File: config.mk
export PLATFORM = sky130hd
export DESIGN_NAME = pp_bank_fsm
export DESIGN_NICKNAME = d
export VERILOG_FILES = /design/src/logic/pp_pkg.sv /design/src/logic/pp_bank_fsm.sv
export SDC_FILE = /design/constraint.sdc
export NUM_CORES = 1
export LEC_CHECK = 0
export ABC_CLOCK_PERIOD_IN_PS = 1400
export BUFFER_PORTS_ARGS = -buffer_cell sky130_fd_sc_hd__buf_2
export CAP_MARGIN = 20
export CORE_AREA = 3 3 40 42
export DETAILED_ROUTE_END_ITERATION = 16
export DIE_AREA = 0 0 43 45
export PLACE_DENSITY_LB_ADDON = 0.25
export SYNTH_ARGS = -nofsm -noshare
export SYNTH_HDL_FRONTEND = slang
export SYNTH_SLANG_ARGS = --single-unit
File: constraint.sdc
create_clock -name i_clk_input -period 1.4 [get_ports i_clk_input]
set_input_delay 0.07 -clock i_clk_input [delete_from_list [all_inputs] [get_ports i_clk_input]]
set_output_delay 0.07 -clock i_clk_input [all_outputs]
set_load 0.005 [all_outputs]
File: src/logic/pp_pkg.sv
// frame geometry, pixel and read structs, bank controller states
`default_nettype none

package pp_pkg;

  //////////////////////////////////////////////////
  // frame geometry
  //////////////////////////////////////////////////
  localparam int FRAME_DEPTH = 768;  // pixels per frame
  localparam int ADDR_W      = 10;   // wide enough to hold FRAME_DEPTH itself
  localparam int PIX_W       = 8;    // grey level pixel

  //////////////////////////////////////////////////
  // payload structs
  //////////////////////////////////////////////////

  // one pixel, also the bank word
  typedef struct packed {
    logic [PIX_W-1:0] value;  // intensity
  } pix_t;

  // engine read request
  typedef struct packed {
    logic [ADDR_W-1:0] addr;  // pixel index in read bank
  } rd_req_t;

  // engine read response
  typedef struct packed {
    pix_t pix;  // pixel at requested addr
  } rd_rsp_t;

  //////////////////////////////////////////////////
  // bank controller
  //////////////////////////////////////////////////
  typedef enum logic [1:0] {
    FILL = 2'd0,  // loader writes fill bank
    HOLD = 2'd1,  // fill bank full, read bank busy
    SWAP = 2'd2   // one cycle bank exchange
  } bank_state_e;

endpackage

`default_nettype wire
File: src/logic/pp_bank_fsm.sv
// bank controller FSM with select, write permission and read-bank occupancy
`timescale 1ns/1ps
`default_nettype none

module pp_bank_fsm (
  input  logic i_clk_input,
  input  logic i_rst_n,
  input  logic i_full,         // fill bank complete
  input  logic i_release,      // engine done with read bank
  output logic o_bank_sel,     // 0: bank0 fills, bank1 read
  output logic o_wr_allow,     // loader may write
  output logic o_clear,        // restart fill counter
  output logic o_frame_ready   // read bank holds a frame
);

  import pp_pkg::*;

  bank_state_e state_q;     // current state
  bank_state_e state_d;     // next state
  logic        run_q;       // low during reset, high after
  logic        occupied_q;  // read bank in use by engine
  logic        sel_q;       // fill bank index
  logic        read_free;   // read bank free now or this edge

  // a release arriving with full also counts as free
  assign read_free = !occupied_q || i_release;

  //////////////////////////////////////////////////
  // next state
  //////////////////////////////////////////////////
  always_comb begin
    state_d = state_q;
    unique case (state_q)
      FILL: begin
        if (i_full) begin
          state_d = read_free ? SWAP : HOLD;  // swap at once if possible
        end
      end
      HOLD: begin
        if (read_free) begin
          state_d = SWAP;  // release seen
        end
      end
      SWAP: begin
        state_d = FILL;  // swap lasts one cycle
      end
      default: begin
        state_d = FILL;
      end
    endcase
  end

  //////////////////////////////////////////////////
  // state, select and occupancy
  //////////////////////////////////////////////////
  always_ff @(posedge i_clk_input) begin
    if (!i_rst_n) begin
      state_q    <= FILL;
      run_q      <= 1'b0;
      occupied_q <= 1'b0;
      sel_q      <= 1'b0;
    end else begin
      state_q <= state_d;
      run_q   <= 1'b1;  // writes open one cycle after reset
      if (state_q == SWAP) begin
        sel_q      <= ~sel_q;  // full bank becomes read bank
        occupied_q <= 1'b1;    // engine now owns it
      end else if (i_release) begin
        occupied_q <= 1'b0;    // ignored if already free
      end
    end
  end

  // outputs
  assign o_bank_sel    = sel_q;
  assign o_wr_allow    = run_q && (state_q == FILL) && !i_full;  // drops in HOLD
  assign o_clear       = (state_q == SWAP);
  assign o_frame_ready = occupied_q;

endmodule

`default_nettype wire

Yosys cells after proc, flatten, opt, wreduce, memory -nomap -nowiden
Index checks and enable logic that the tools add are counted.
{ "op_classes": {"n_eq_ne": 4, "muxes": 7, "bitwise_logic": 1, "reduce_logical": 8} }
{ "ops": {"columns": ["cell", "count"], "rows": [
  ["$mux 2", 3],
  ["$ne 2x2->1 const B", 2],
  ["$pmux 2 s2", 1],
  ["$mux 1", 3],
  ["$eq 2x1->1 const B", 1],
  ["$eq 2x2->1 const B", 1],
  ["$logic_and 1x1->1", 2],
  ["$logic_not 1->1", 2],
  ["$logic_not 2->1", 1],
  ["$reduce_and 2->1", 1],
  ["$reduce_bool 2->1", 1],
  ["$logic_or 1x1->1", 1],
  ["$not 1->1", 1]
]} }
{ "totals": {"regBits": 5, "in_bits": 4, "output_inout_bits": 4} }

Logic depth before layout (Yosys ltp)
Gate-level depths: netlist of run 1.
{ "logic_depth": {"depth_word": 5, "depth_mapped": 3} }

Least setup slack after synthesis of run 1
Ideal clock, no wire load.
{ "synth_timing": {"path_kind": "input to register", "start": "input state_q[0]", "end": "register state_q[1]", "setup_ns": 0.117, "arrival_ns": 0.679, "setup_slack_ns": 0.604, "cell_stages": 3, "cell_sequence": "dfxtp_1 -> nor2_1 -> and4bb_2"} }
{ "synth_between": {"elab_chain_len": 3, "elab_cells_between_ends": 6, "classes_between": "eq/ne (3); mux (1); reduce/logical (2)"} }
{ "synth_lines": {"columns": ["item", "line_no", "source"], "rows": [
  ["start, declared", "pp_bank_fsm.sv:18", "bank_state_e state_q;"],
  ["$eq 2x1->1 / $logic_not 2->1 (equally long branches)", "pp_bank_fsm.sv:33", "unique case (state_q)"],
  ["$ne 2x2->1 (no line)", null, null],
  ["$reduce_and 2->1 (no line)", null, null]
]} }
Several ways; a longest one is shown, not always the timed one.
A chain may end at the register's enable or synchronous reset.

Worst setup path after layout of run 1
{ "layout_timing": {"start": "input state_q[1]", "end": "output o_wr_allow"} }
{ "layout_between": {"elab_chain_len": 3} }
{ "layout_lines": {"columns": ["item", "line_no", "source"], "rows": [
  ["$logic_not 2->1", "pp_bank_fsm.sv:76", "assign o_wr_allow = run_q && (state_q == FILL) && !i_full;"],
  ["$logic_and 1x1->1 (2 in a row)", "pp_bank_fsm.sv:76", null],
  ["end, declared", "pp_bank_fsm.sv:11", "output logic o_wr_allow,"]
]} }
No other way between the ends.

==> impl_summary.txt, run 1 <==
----------------------------------------------------
[Run status]
  Run status ... complete, no violations

[STA]
  Max-slew violations ... 0
  Unrepaired setup endpoints after global routing ... no
  Part of the cycle the worst path needs ... roughly 80%
  Final worst setup slack ... 0.310 ns
  Setup TNS after final layout ... 0 ns
  Fin Clk Skew ... roughly 0.0027 ns
  Post-route minimum period ... 1.09 ns
  Fmax achieved ... a little over 900 MHz
  Final hold violation count ... 0
  Smallest hold slack ... about 0.16 ns
  Setup Viol. Count Final ... 0
  Max_slew headroom ... 84.9%
  Transition time of the tightest slew-check pin ... 0.223 ns

[Floorplan]
  Std-Cell Rows ... 13
  Top Ports ... 8
  Area of the die ... roughly 1900 um2
  Core Region ... about 1300 um2
  Die H ... about 45 um
  Width of the die ... around 43 um
  Initial Util ... between 10% and 20%

[Synth]
  Post-synth top area share ... 54.4%
  Syn_area_per_cell ... ~11 um2
  Number of library cell types mapped by synthesis ... 11
  Count of state elements after synthesis ... 5
  Synth Net Count ... 20
  Synthesis warning total ... 0
  Dominant cell type by area after synthesis ... dfxtp_1
  Sequential fraction of the synthesis area ... ~54%
  Leading post-synthesis cells by cell area ... dfxtp_1 (54%), nor4b_2 (8.2%), and4bb_2 (6.8%)
  Syn Std Cell Area ... approximately 180 um2
  Syn Inst Count ... 16

[Clock tree]
  Clock transition time at the flip-flop clock pins of the worst setup and hold paths ... 0.04 ns
  Clk_lat worst skew ... 0.24 ns
  Maximum level of the CTS H-tree ... 1
  Post CTS Setup Buffer Count ... 0
  Buffer depth of the longest clock path ... 2
  Post-cts repair resize count ... 0
  CTS sink count ... 5
  Root Buffer Master ... clkbuf_4
  Clock buffers created by TritonCTS ... 3
  TritonCTS clock tree ... done

[GRT]
  First-pass GRT wire length ... between 500 and 600 um
  Total grt overflow ... 0
  Vias in the first global route ... ~140
  Antenna violations before repair ... 0
  Pin count of the biggest net entering global routing ... 7
  Global router's overall resource usage ... ~4.6%

[Setup path]
  Critical path data arrival time ... approximately 1.0 ns
  Category of the critical setup timing path ... flip-flop to output port
  Required time of the worst setup path ... 1.33 ns
  Startpoint type of the worst setup path ... flip-flop
  Maximum fanout along the worst path ... 5
  Endpoint kind of the worst setup timing path ... output port

[Drt]
  DRC violation count after routing ... 0
  Via count normalized by instance count ... roughly 3.8
  Final WL ... between 300 and 400 um
  First drt pass iteration count ... 2
  Routed length per placed instance ... between 8 and 9 um
  Vias ... ~160
  Number of nets with antenna violations after detailed routing ... 0
  First DRT Iteration DRCs ... 2

[Layout]
  Number of filler instances in the final layout ... 150
  Nets@finish ... 33
  Area growth syn-to-layout ... 49.0%
  Ratio of cells with drive above 1 in the final layout ... 42.9%
  Antenna fix cells ... 0

[Worst hold path]
  Worst Hold Class ... input pin to flip-flop

[Job]
  Max-capacitance violation count ... 0

[Power]
  P_leak ... roughly 0.12 nW
  Total power density per cell area ... 1270 nW/um2
  Largest voltage drop on the vdd net ... between 0.0002 and 0.00025 V

[Place]
  Place WS ... between 0.5 and 0.6 ns
  Gp weighted congestion ... roughly 0.60
  I/O Buffers ... 7

----------------------------------------------------
-- registers in the layout (all words and copies together) (netlist names) --
signal         count
o_bank_sel         1
state_q            2
o_frame_ready      1
run_q              1
-- worst max-delay path, stage by stage (launching register included) --
cell and delay (ns):
dfxtp_1 0.34, nor4b_1 0.29, buf_2 0.16
-- cell families after synthesis --
kind of cell / Yosys count / synth area share, %
buffers and inverters: 1 / 2.04
and+or+nand+nor: 8 / 36.7
AOI/OAI and AO/OA: 2 / 6.80
DFF: 5 / 54.4
-- layout by cell type, fill, tap and decap left out, types with 2 or more instances in the layout --
cell type	count
dfxtp_1	5
nand2b_1	2
clkbuf_4	3
buf_2	7
-- routing by layer --
layer  part of all wire (%)  track usage [%]
met5                      0                0
met4                    4.5             9.04
met3                    3.6             1.20
met2                     55             6.29
met1                     37             3.86
-- path summary, 6_finish.rpt --
kind                           startpoint                      end  slack, ns  cells after the start
setup / recovery  state_q[1]$_SDFFE_PN0P_               o_wr_allow       0.31                      2
hold / removal                  i_release  state_q[0]$_SDFFE_PN0P_       0.16                      3
setup reg to reg  state_q[0]$_SDFFE_PN0P_  state_q[1]$_SDFFE_PN0P_       0.56                      2
hold reg to reg   o_bank_sel$_SDFFE_PN0P_  o_bank_sel$_SDFFE_PN0P_       0.46                      2
-- timing repair --
action	4_1_cts	5_1_grt
endpoints found under the hold margin	1	0
hold buffers	1	0
endpoints found under the setup margin	0	0
-- report_power, final --
group	internal, mW	switching, mW	total, mW
Combinational	0.0179	0.0125	0.0304
Clock	0.107	0.0541	0.162
Sequential	0.151	0.00501	0.156
Total	0.276	0.0716	0.348
-- cells in the mapped netlist --
library cell,number
nand2_1,1
nor4b_1,1
nand2b_1,2
inv_1,1
nand4bb_1,1
dfxtp_1,5
a21boi_0,1
nor2_1,1
and4bb_2,1
nor4b_2,1
o21ai_1,1
-- per-stage QoR --
stage	instance area (um2)	instances	utilization (%)	total power [mW]
floorplan	184	16	-	0.172
global placement	238	38	18.5	0.187
detailed placement	238	38	18.5	0.187
CTS	274	43	21.3	0.358
global route	274	43	21.3	0.366
finish	274	43	21.3	0.348
-- layout make-up --
type / count / area [um2] / area share [%]
multi-input combinational: 10 / 80.1 / 29.2
sequential: 5 / 100 / 36.5
tap: 15 / 18.8 / 6.85
timing repair buffer: 8 / 45.0 / 16.4
clock buffer: 4 / 26.3 / 9.59
inverter: 1 / 3.75 / 1.37
Power figures use the tool's default switching activity.
==> inputs of run 2 (changes only) <==
--- a/config.mk
+++ b/config.mk
@@ -5,7 +5,8 @@
 export SDC_FILE = /design/constraint.sdc
 export NUM_CORES = 1
 export LEC_CHECK = 0
-export ABC_CLOCK_PERIOD_IN_PS = 1400
+export ABC_AREA = 1
+export ABC_CLOCK_PERIOD_IN_PS = 1100
 export BUFFER_PORTS_ARGS = -buffer_cell sky130_fd_sc_hd__buf_2
 export CAP_MARGIN = 20
 export CORE_AREA = 3 3 40 42
==> constraint.sdc (replaced) <==
create_clock -name i_clk_input -period 1.1 [get_ports i_clk_input]
set_input_delay 0.055 -clock i_clk_input [delete_from_list [all_inputs] [get_ports i_clk_input]]
set_output_delay 0.055 -clock i_clk_input [all_outputs]
set_load 0.005 [all_outputs]
==> impl_summary.txt, run 2 <==
----------------------------------------------------
[Synth]
  Leading post-synthesis cells by cell area ... dfxtp_1 (56%), inv_1 (15%), nand2_1 (10%)
  Count of state elements after synthesis ... 5 (unchanged)
  Synth Net Count ... 29 (+45%)
  EDFF count, synth ... 0 (unchanged)
  Syn_area_per_cell ... 7.21 um2 (-37%)
  Main synth FF type ... dfxtp_1
  Post-synth top area share ... 55.6% (+1.1 points)
  Number of library cell types mapped by synthesis ... 7 (-4)
  Async SR Flop Fraction ... 0% (unchanged)
  Dominant cell type by area after synthesis ... dfxtp_1
  Syn Inst Count ... 25 (+9)
  Synthesis warning total ... 0 (unchanged)
  Most common library cells after synthesis ... inv_1 (7), dfxtp_1 (5), nand2_1 (5)
  Sequential fraction of the synthesis area ... 55.6% (+1.1 points)
  Syn Std Cell Area ... 180 um2 (-2.0%)
  Library cell with the highest instance count after synthesis ... inv_1

[Power]
  Switching power total ... 101 uW (+41%)
  Largest voltage drop on the vdd net ... 0.000583 V (+180%)
  Share of power burned in registers ... 44.0% (-0.8 points)
  Total power density per cell area ... 1640 nW/um2 (+29%)
  P_leak ... 0.159 nW (+33%)
  Power after layout ... 451 uW (+30%)
  Share of total power consumed by net switching ... 22.4% (+1.9 points)
  Clock network fraction of design power ... 47.0% (+0.6 points)
  Logic gate share of total power ... 9.0% (+0.3 points)
  Cell Int Power ... 350 uW (+27%)

[GRT]
  Grt met3 use ... 5.98% (+4.8 points)
  Global router's overall resource usage ... 4.84% (+0.26 points)
  Antenna violations before repair ... 0 (unchanged)
  Layer with the highest usage ... met3
  First-pass GRT wire length ... 621 um (+9.9%)
  Routing usage on met2 ... 5.39% (-0.90 points)
  Pin count of the biggest net entering global routing ... 6 (-1)
  Total grt overflow ... 0 (unchanged)
  Met1 track demand over resource ... 5.34% (+1.5 points)
  Vias in the first global route ... 164 (+15%)

[Clock tree]
  Post CTS Setup Buffer Count ... 0 (unchanged)
  Clock transition time at the flip-flop clock pins of the worst setup and hold paths ... 0.04 ns (about the same)
  Root Buffer Master ... clkbuf_4
  Clock buffers created by TritonCTS ... 3 (unchanged)
  CTS sink count ... 5 (unchanged)
  Maximum level of the CTS H-tree ... 1 (unchanged)
  TritonCTS clock tree ... done
  Buffer depth of the longest clock path ... 2 (unchanged)
  Clk_lat worst skew ... 0.24 ns (about the same)

[STA]
  Transition time of the tightest slew-check pin ... 0.185 ns (-0.0387 ns)
  Fin Clk Skew ... 0.00362 ns (+0.000931 ns)
  Setup TNS after final layout ... 0 ns (unchanged)
  Max_slew headroom ... 87.7% (+2.8 points)
  Part of the cycle the worst path needs ... approximately 90%
  Unrepaired setup endpoints after global routing ... no
  Final hold violation count ... 0 (unchanged)
  Setup Viol. Count Final ... 0 (unchanged)
  Max-slew violations ... 0 (unchanged)
  Fmax achieved ... between 1000 and 1500 MHz
  Post-route minimum period ... around 0.99 ns

[Layout]
  Ratio of cells with drive above 1 in the final layout ... 32.4% (-10 points)
  Number of flip-flops in the largest register ... 2 (unchanged)
  Most frequent cells in the layout ... buf_2 (7), inv_1 (6), nand2_1 (5), dfxtp_1 (5), nor2_1 (4)
  Area growth syn-to-layout ... 52.8%
  Nets@finish ... 42 (+27%)
  Antenna fix cells ... 0 (unchanged)
  Final core occ ... 21.4% (+0.097 points)
  Filler-free cell count of the finished design ... 52 (+21%)
  Most common cell after layout, fill and taps aside ... buf_2
  Reg area ... 100 um2 (unchanged)
  Multi-input combinational cell area ... 58.8 um2 (-27%)
  Number of filler instances in the final layout ... 141 (-6.0%)
  Register bank with the most flops ... state_q
  Design Area, Final ... 275 um2 (+0.46%)

[Floorplan]
  Die H ... 45 um (unchanged)
  Core Region ... 1280 um2 (unchanged)
  Area of the die ... 1940 um2 (unchanged)
  Width of the die ... 43 um (unchanged)
  Initial Util ... 14.0% (-0.29 points)
  Top Ports ... 8 (unchanged)
  Std-Cell Rows ... 13 (unchanged)

[Place]
  Number of placed instances with taps included ... 47 (+24%)
  I/O Buffers ... 7 (unchanged)
  Gp weighted congestion ... 0.640 (+7.3%)
  HPWL after detailed placement ... approximately 270 um
  Standard cell area after detailed placement ... 234 um2 (-1.6%)

[Setup path]
  Number of cells traversed by the worst register-to-register path ... 3 (+1)
  Maximum fanout along the worst path ... 4 (-1)
  Setup slack of the worst register-to-register path ... 0.39 ns (-0.17 ns)
  Worst setup path startpoint ... state_q[0]$_SDFFE_PN0P_
  Capture point of the critical path ... o_wr_allow
  Category of the critical setup timing path ... flip-flop to output port
  Reg-to-reg critical path startpoint ... state_q[1]$_SDFFE_PN0P_
  Endpoint kind of the worst setup timing path ... output port
  Startpoint type of the worst setup path ... flip-flop
  Critical path data arrival time ... 0.93 ns (-0.09 ns)
  Reg-to-reg critical path endpoint ... o_bank_sel$_SDFFE_PN0P_
  Required time of the worst setup path ... 1.04 ns (-0.29 ns)

[Drt]
  Vias ... 175 (+8.0%)
  First drt pass iteration count ... 2 (unchanged)
  First DRT Iteration DRCs ... 5 (+3)
  DRC violation count after routing ... 0 (unchanged)
  Routed length per placed instance ... 7.10 um (-15%)
  Final WL ... 369 um (+3.4%)
  Via count normalized by instance count ... 3.37 (-11%)
  Number of nets with antenna violations after detailed routing ... 0 (unchanged)

[Job]
  Max-capacitance violation count ... 0 (unchanged)

[Worst hold path]
  Worst Hold Class ... input pin to flip-flop

[Run status]
  Run status ... complete, no violations

----------------------------------------------------
## run 2: critical path, stage by stage, from the launching register on
cell and delay [ns]:
dfxtp_1 0.30, inv_2 0.07, nand2_1 0.07, nor3_2 0.11, buf_2 0.13
## run 2: how the worst min path moves through the flow
stage | depth (start not counted) | startpoint | slack (ns) | endpoint
5_1_grt | 4 | i_release | 0.13 | state_q[0]$_SDFFE_PN0P_
2_1_floorplan | 0 | i_rst_n | 0.08 | run_q$_DFF_P_
3_3_place_gp | 1 | i_rst_n | 0.20 | run_q$_DFF_P_
4_1_cts | 4 | i_release | 0.10 | state_q[0]$_SDFFE_PN0P_
6_report | 4 | i_release | 0.1 | state_q[0]$_SDFFE_PN0P_
3_5_place_dp | 1 | i_rst_n | 0.20 | run_q$_DFF_P_
## run 2: metal layers
layer | part of all wire [%] | vias to the layer above
met4 | 0 | 0
met5 | 0 | -
met1 | 50 | 66
met3 | 15 | 0
li1 | - | 97
met2 | 34 | 12
## run 2: final cells by class
cell class | count | share of cell area (%)
Clock buffer | 4 | 9.55
Inverter | 7 | 9.55
Multi-Input combinational cell | 13 | 21.4
Sequential cell | 5 | 36.4
Tap cell | 15 | 6.82
Timing Repair Buffer | 8 | 16.4
## run 2: cells by family after synthesis
logic type             count (synthesis)  share of synthesized area [%]
AOI/OAI and AO/OA                      2                           5.56
buffers and inverters                  7                           14.6
DFF                                    5                           55.6
and+or+nand+nor                       11                           24.3
## run 2: power groups by stage
stage                     combinational [mW]  clock, mW  sequential, mW
after global routing                  0.0480      0.232           0.200
after floorplan                       0.0187          0           0.201
final                                 0.0404      0.212           0.198
after detailed placement              0.0369          0           0.201
after global placement                0.0367          0           0.201
after CTS                             0.0397      0.217           0.198
## run 2: timing repair
action / CTS / global route
hold endpoints to repair: 1 / 0
gates resized for setup: 0 / 2
endpoints found under the setup margin: 0 / 1
hold buffers: 1 / 0
## run 2: through the flow
stage | hold WS, ns | setup WS, ns
final | 0.0999 | 0.113
after global placement | 0.196 | 0.294
after CTS | 0.104 | 0.0464
after global routing | 0.130 | 0.0228
after floorplan | 0.0827 | 0.457
after detailed placement | 0.195 | 0.315
==> inputs of run 3 (changes only) <==
--- a/config.mk
+++ b/config.mk
@@ -5,7 +5,6 @@
 export SDC_FILE = /design/constraint.sdc
 export NUM_CORES = 1
 export LEC_CHECK = 0
-export ABC_AREA = 1
 export ABC_CLOCK_PERIOD_IN_PS = 1100
 export BUFFER_PORTS_ARGS = -buffer_cell sky130_fd_sc_hd__buf_2
 export CAP_MARGIN = 20
==> impl_summary.txt, run 3 (synthesized netlist as in run 1, its figures left out) <==
----------------------------------------------------
[STA]
  Unrepaired setup endpoints after global routing ... no
  Max_slew headroom ... 88.2% (+0.55 points)
  Transition time of the tightest slew-check pin ... 0.176 ns (-0.00844 ns)
  Setup TNS after final layout ... 0 ns (unchanged)
  Setup Viol. Count Final ... 0 (unchanged)
  Fin Clk Skew ... 0.00147 ns (-0.00215 ns)
  Post-route minimum period ... 1.03 ns (+0.0421 ns)
  Max-slew violations ... 0 (unchanged)
  Final hold violation count ... 0 (unchanged)
  Fmax achieved ... 971 MHz (-4.1%)
  Part of the cycle the worst path needs ... 93.6% (+3.8 points)

[Setup path]
  Maximum fanout along the worst path ... 5 (+1)
  Family of cells with the greatest summed delay on the critical path ... flip-flops
  Maximum cell stage delay along the critical path ... 0.34 ns (+0.04 ns)
  Startpoint type of the worst setup path ... flip-flop
  Sum of buffers and inverters on the critical path ... 1 (-1)
  Required time of the worst setup path ... 1.04 ns (about the same)
  Category of the critical setup timing path ... flip-flop to output port
  Slowest cell on the critical path ... dfxtp_2
  Critical path data arrival time ... 0.97 ns (+0.04 ns)
  Endpoint kind of the worst setup timing path ... output port
  Sequence of cells on the critical path ... nor4b_2, buf_2

[Worst hold path]
  Worst Hold Class ... input pin to flip-flop

[Layout]
  Most frequent cells in the layout ... buf_2 (7), dfxtp_1 (4), clkbuf_4 (3)
  Design Area, Final ... 282 um2 (+2.3%)
  Antenna fix cells ... 0 (unchanged)
  Number of filler instances in the final layout ... 151 (+7.1%)
  Area growth syn-to-layout ... 53.1%
  Final core occ ... 21.9% (+0.49 points)
  Nets@finish ... 33 (-21%)
  Number of flip-flops in the largest register ... 2 (unchanged)
  Most common cell after layout, fill and taps aside ... buf_2
  Ratio of cells with drive above 1 in the final layout ... 50.0% (+18 points)
  Register bank with the most flops ... state_q

[Power]
  Largest voltage drop on the vdd net ... 0.000276 V (-53%)
  Total power density per cell area ... 1610 nW/um2 (-1.8%)
  P_leak ... 0.122 nW (-23%)

[Clock tree]
  TritonCTS clock tree ... done
  Clk_lat worst skew ... 0.24 ns (about the same)
  Post CTS Setup Buffer Count ... 0 (unchanged)
  Clock transition time at the flip-flop clock pins of the worst setup and hold paths ... 0.04 ns (about the same)
  CTS sink count ... 5 (unchanged)
  Maximum level of the CTS H-tree ... 1 (unchanged)
  Buffer depth of the longest clock path ... 2 (unchanged)
  Clock buffers created by TritonCTS ... 3 (unchanged)
  Root Buffer Master ... clkbuf_4

[Run status]
  Run status ... complete, no violations

[GRT]
  Antenna violations before repair ... 0 (unchanged)
  Pin count of the biggest net entering global routing ... 7 (+1)
  Global router's overall resource usage ... 4.75% (-0.095 points)
  Vias in the first global route ... 153 (-6.7%)
  First-pass GRT wire length ... 600 um (-3.4%)
  Total grt overflow ... 0 (unchanged)

[Floorplan]
  Initial Util ... 14.3% (+0.29 points)
  Die H ... 45 um (unchanged)
  Width of the die ... 43 um (unchanged)
  Top Ports ... 8 (unchanged)
  Std-Cell Rows ... 13 (unchanged)
  Core Region ... 1280 um2 (unchanged)
  Area of the die ... 1940 um2 (unchanged)

[Drt]
  DRC violation count after routing ... 0 (unchanged)
  Final WL ... 362 um (-1.9%)
  Via count normalized by instance count ... 3.93 (+17%)
  First drt pass iteration count ... 2 (unchanged)
  Routed length per placed instance ... 8.42 um (+19%)
  Vias ... 169 (-3.4%)
  First DRT Iteration DRCs ... 1 (-4)
  Number of nets with antenna violations after detailed routing ... 0 (unchanged)

[Place]
  Standard cell area after detailed placement ... 238 um2 (+1.6%)
  Gp weighted congestion ... 0.577 (-9.8%)
  I/O Buffers ... 7 (unchanged)

[Job]
  Max-capacitance violation count ... 0 (unchanged)

----------------------------------------------------
==> run 3: changes by cell type in the layout (fill, tap and decap cells not counted), sizes merged <==
cell and change:
nand2b +2, nand4bb +1, nor3 -1, nor2 -3
inv -6, and4bb +1, a21boi +1, nand2 -4
nor4b +2, o21ai +1, a21oi -2, nand3 -1
==> run 3: worst paths after layout <==
| kind | slack (ns) | cells after the start | to | start |
|---|---|---|---|---|
| max reg2reg | 0.24 | 2 | state_q[1]$_SDFFE_PN0P_ | state_q[0]$_SDFFE_PN0P_ |
| min reg2reg | 0.46 | 2 | o_bank_sel$_SDFFE_PN0P_ | o_bank_sel$_SDFFE_PN0P_ |
| min | 0.14 | 3 | state_q[0]$_SDFFE_PN0P_ | i_release |
| max | 0.07 | 2 | o_wr_allow | state_q[1]$_SDFFE_PN0P_ |
==> run 3: cell type report <==
class	count	area [um2]	share of cell area (%)
Timing Repair Buffer	8	45.0	16.0
Clock buffer	4	26.3	9.33
Inverter	1	3.75	1.33
Multi-Input combinational cell	10	86.3	30.7
Sequential cell	5	101	36.0
Tap cell	15	18.8	6.67
==> run 3: worst reg2reg max path, stage by stage, from the launching register on <==
cell and delay [ns]:
dfxtp_1 0.33, nor2_1 0.16, and4bb_2 0.25
==> run 3: routing by layer <==
metal,global-route usage (%),up-vias,wire [um]
li1,-,84,-
met2,6.89,4,195
met5,0,-,0
met1,3.86,79,143
met3,1.20,2,7
met4,9.04,0,16
==> run 3: timing repair <==
action / in CTS / in global routing
hold endpoints to repair: 1 / 0
setup endpoints to repair: 1 / 1
hold buffers: 1 / 0
gates resized for setup: 1 / 1
==> run 3: power by group <==
group	leakage (nW)	total (mW)	internal (mW)	switching (mW)
clock	0.0150	0.214	0.137	0.0768
combinational	0.0656	0.0396	0.0237	0.0159
sequential	0.0416	0.199	0.192	0.00688
total	0.122	0.453	0.353	0.0995
==> run 3: metrics by stage <==
step | hold slack, ns | total power, mW | worst slack, ns | cells
3_5_place_dp | 0.230 | 0.238 | 0.252 | 38
6_report | 0.140 | 0.453 | 0.0704 | 43
3_3_place_gp | 0.228 | 0.238 | 0.262 | 38
4_1_cts | 0.136 | 0.463 | 0.0198 | 43
2_1_floorplan | 0.0827 | 0.219 | 0.304 | 16
5_1_grt | 0.178 | 0.480 | 0.0202 | 43
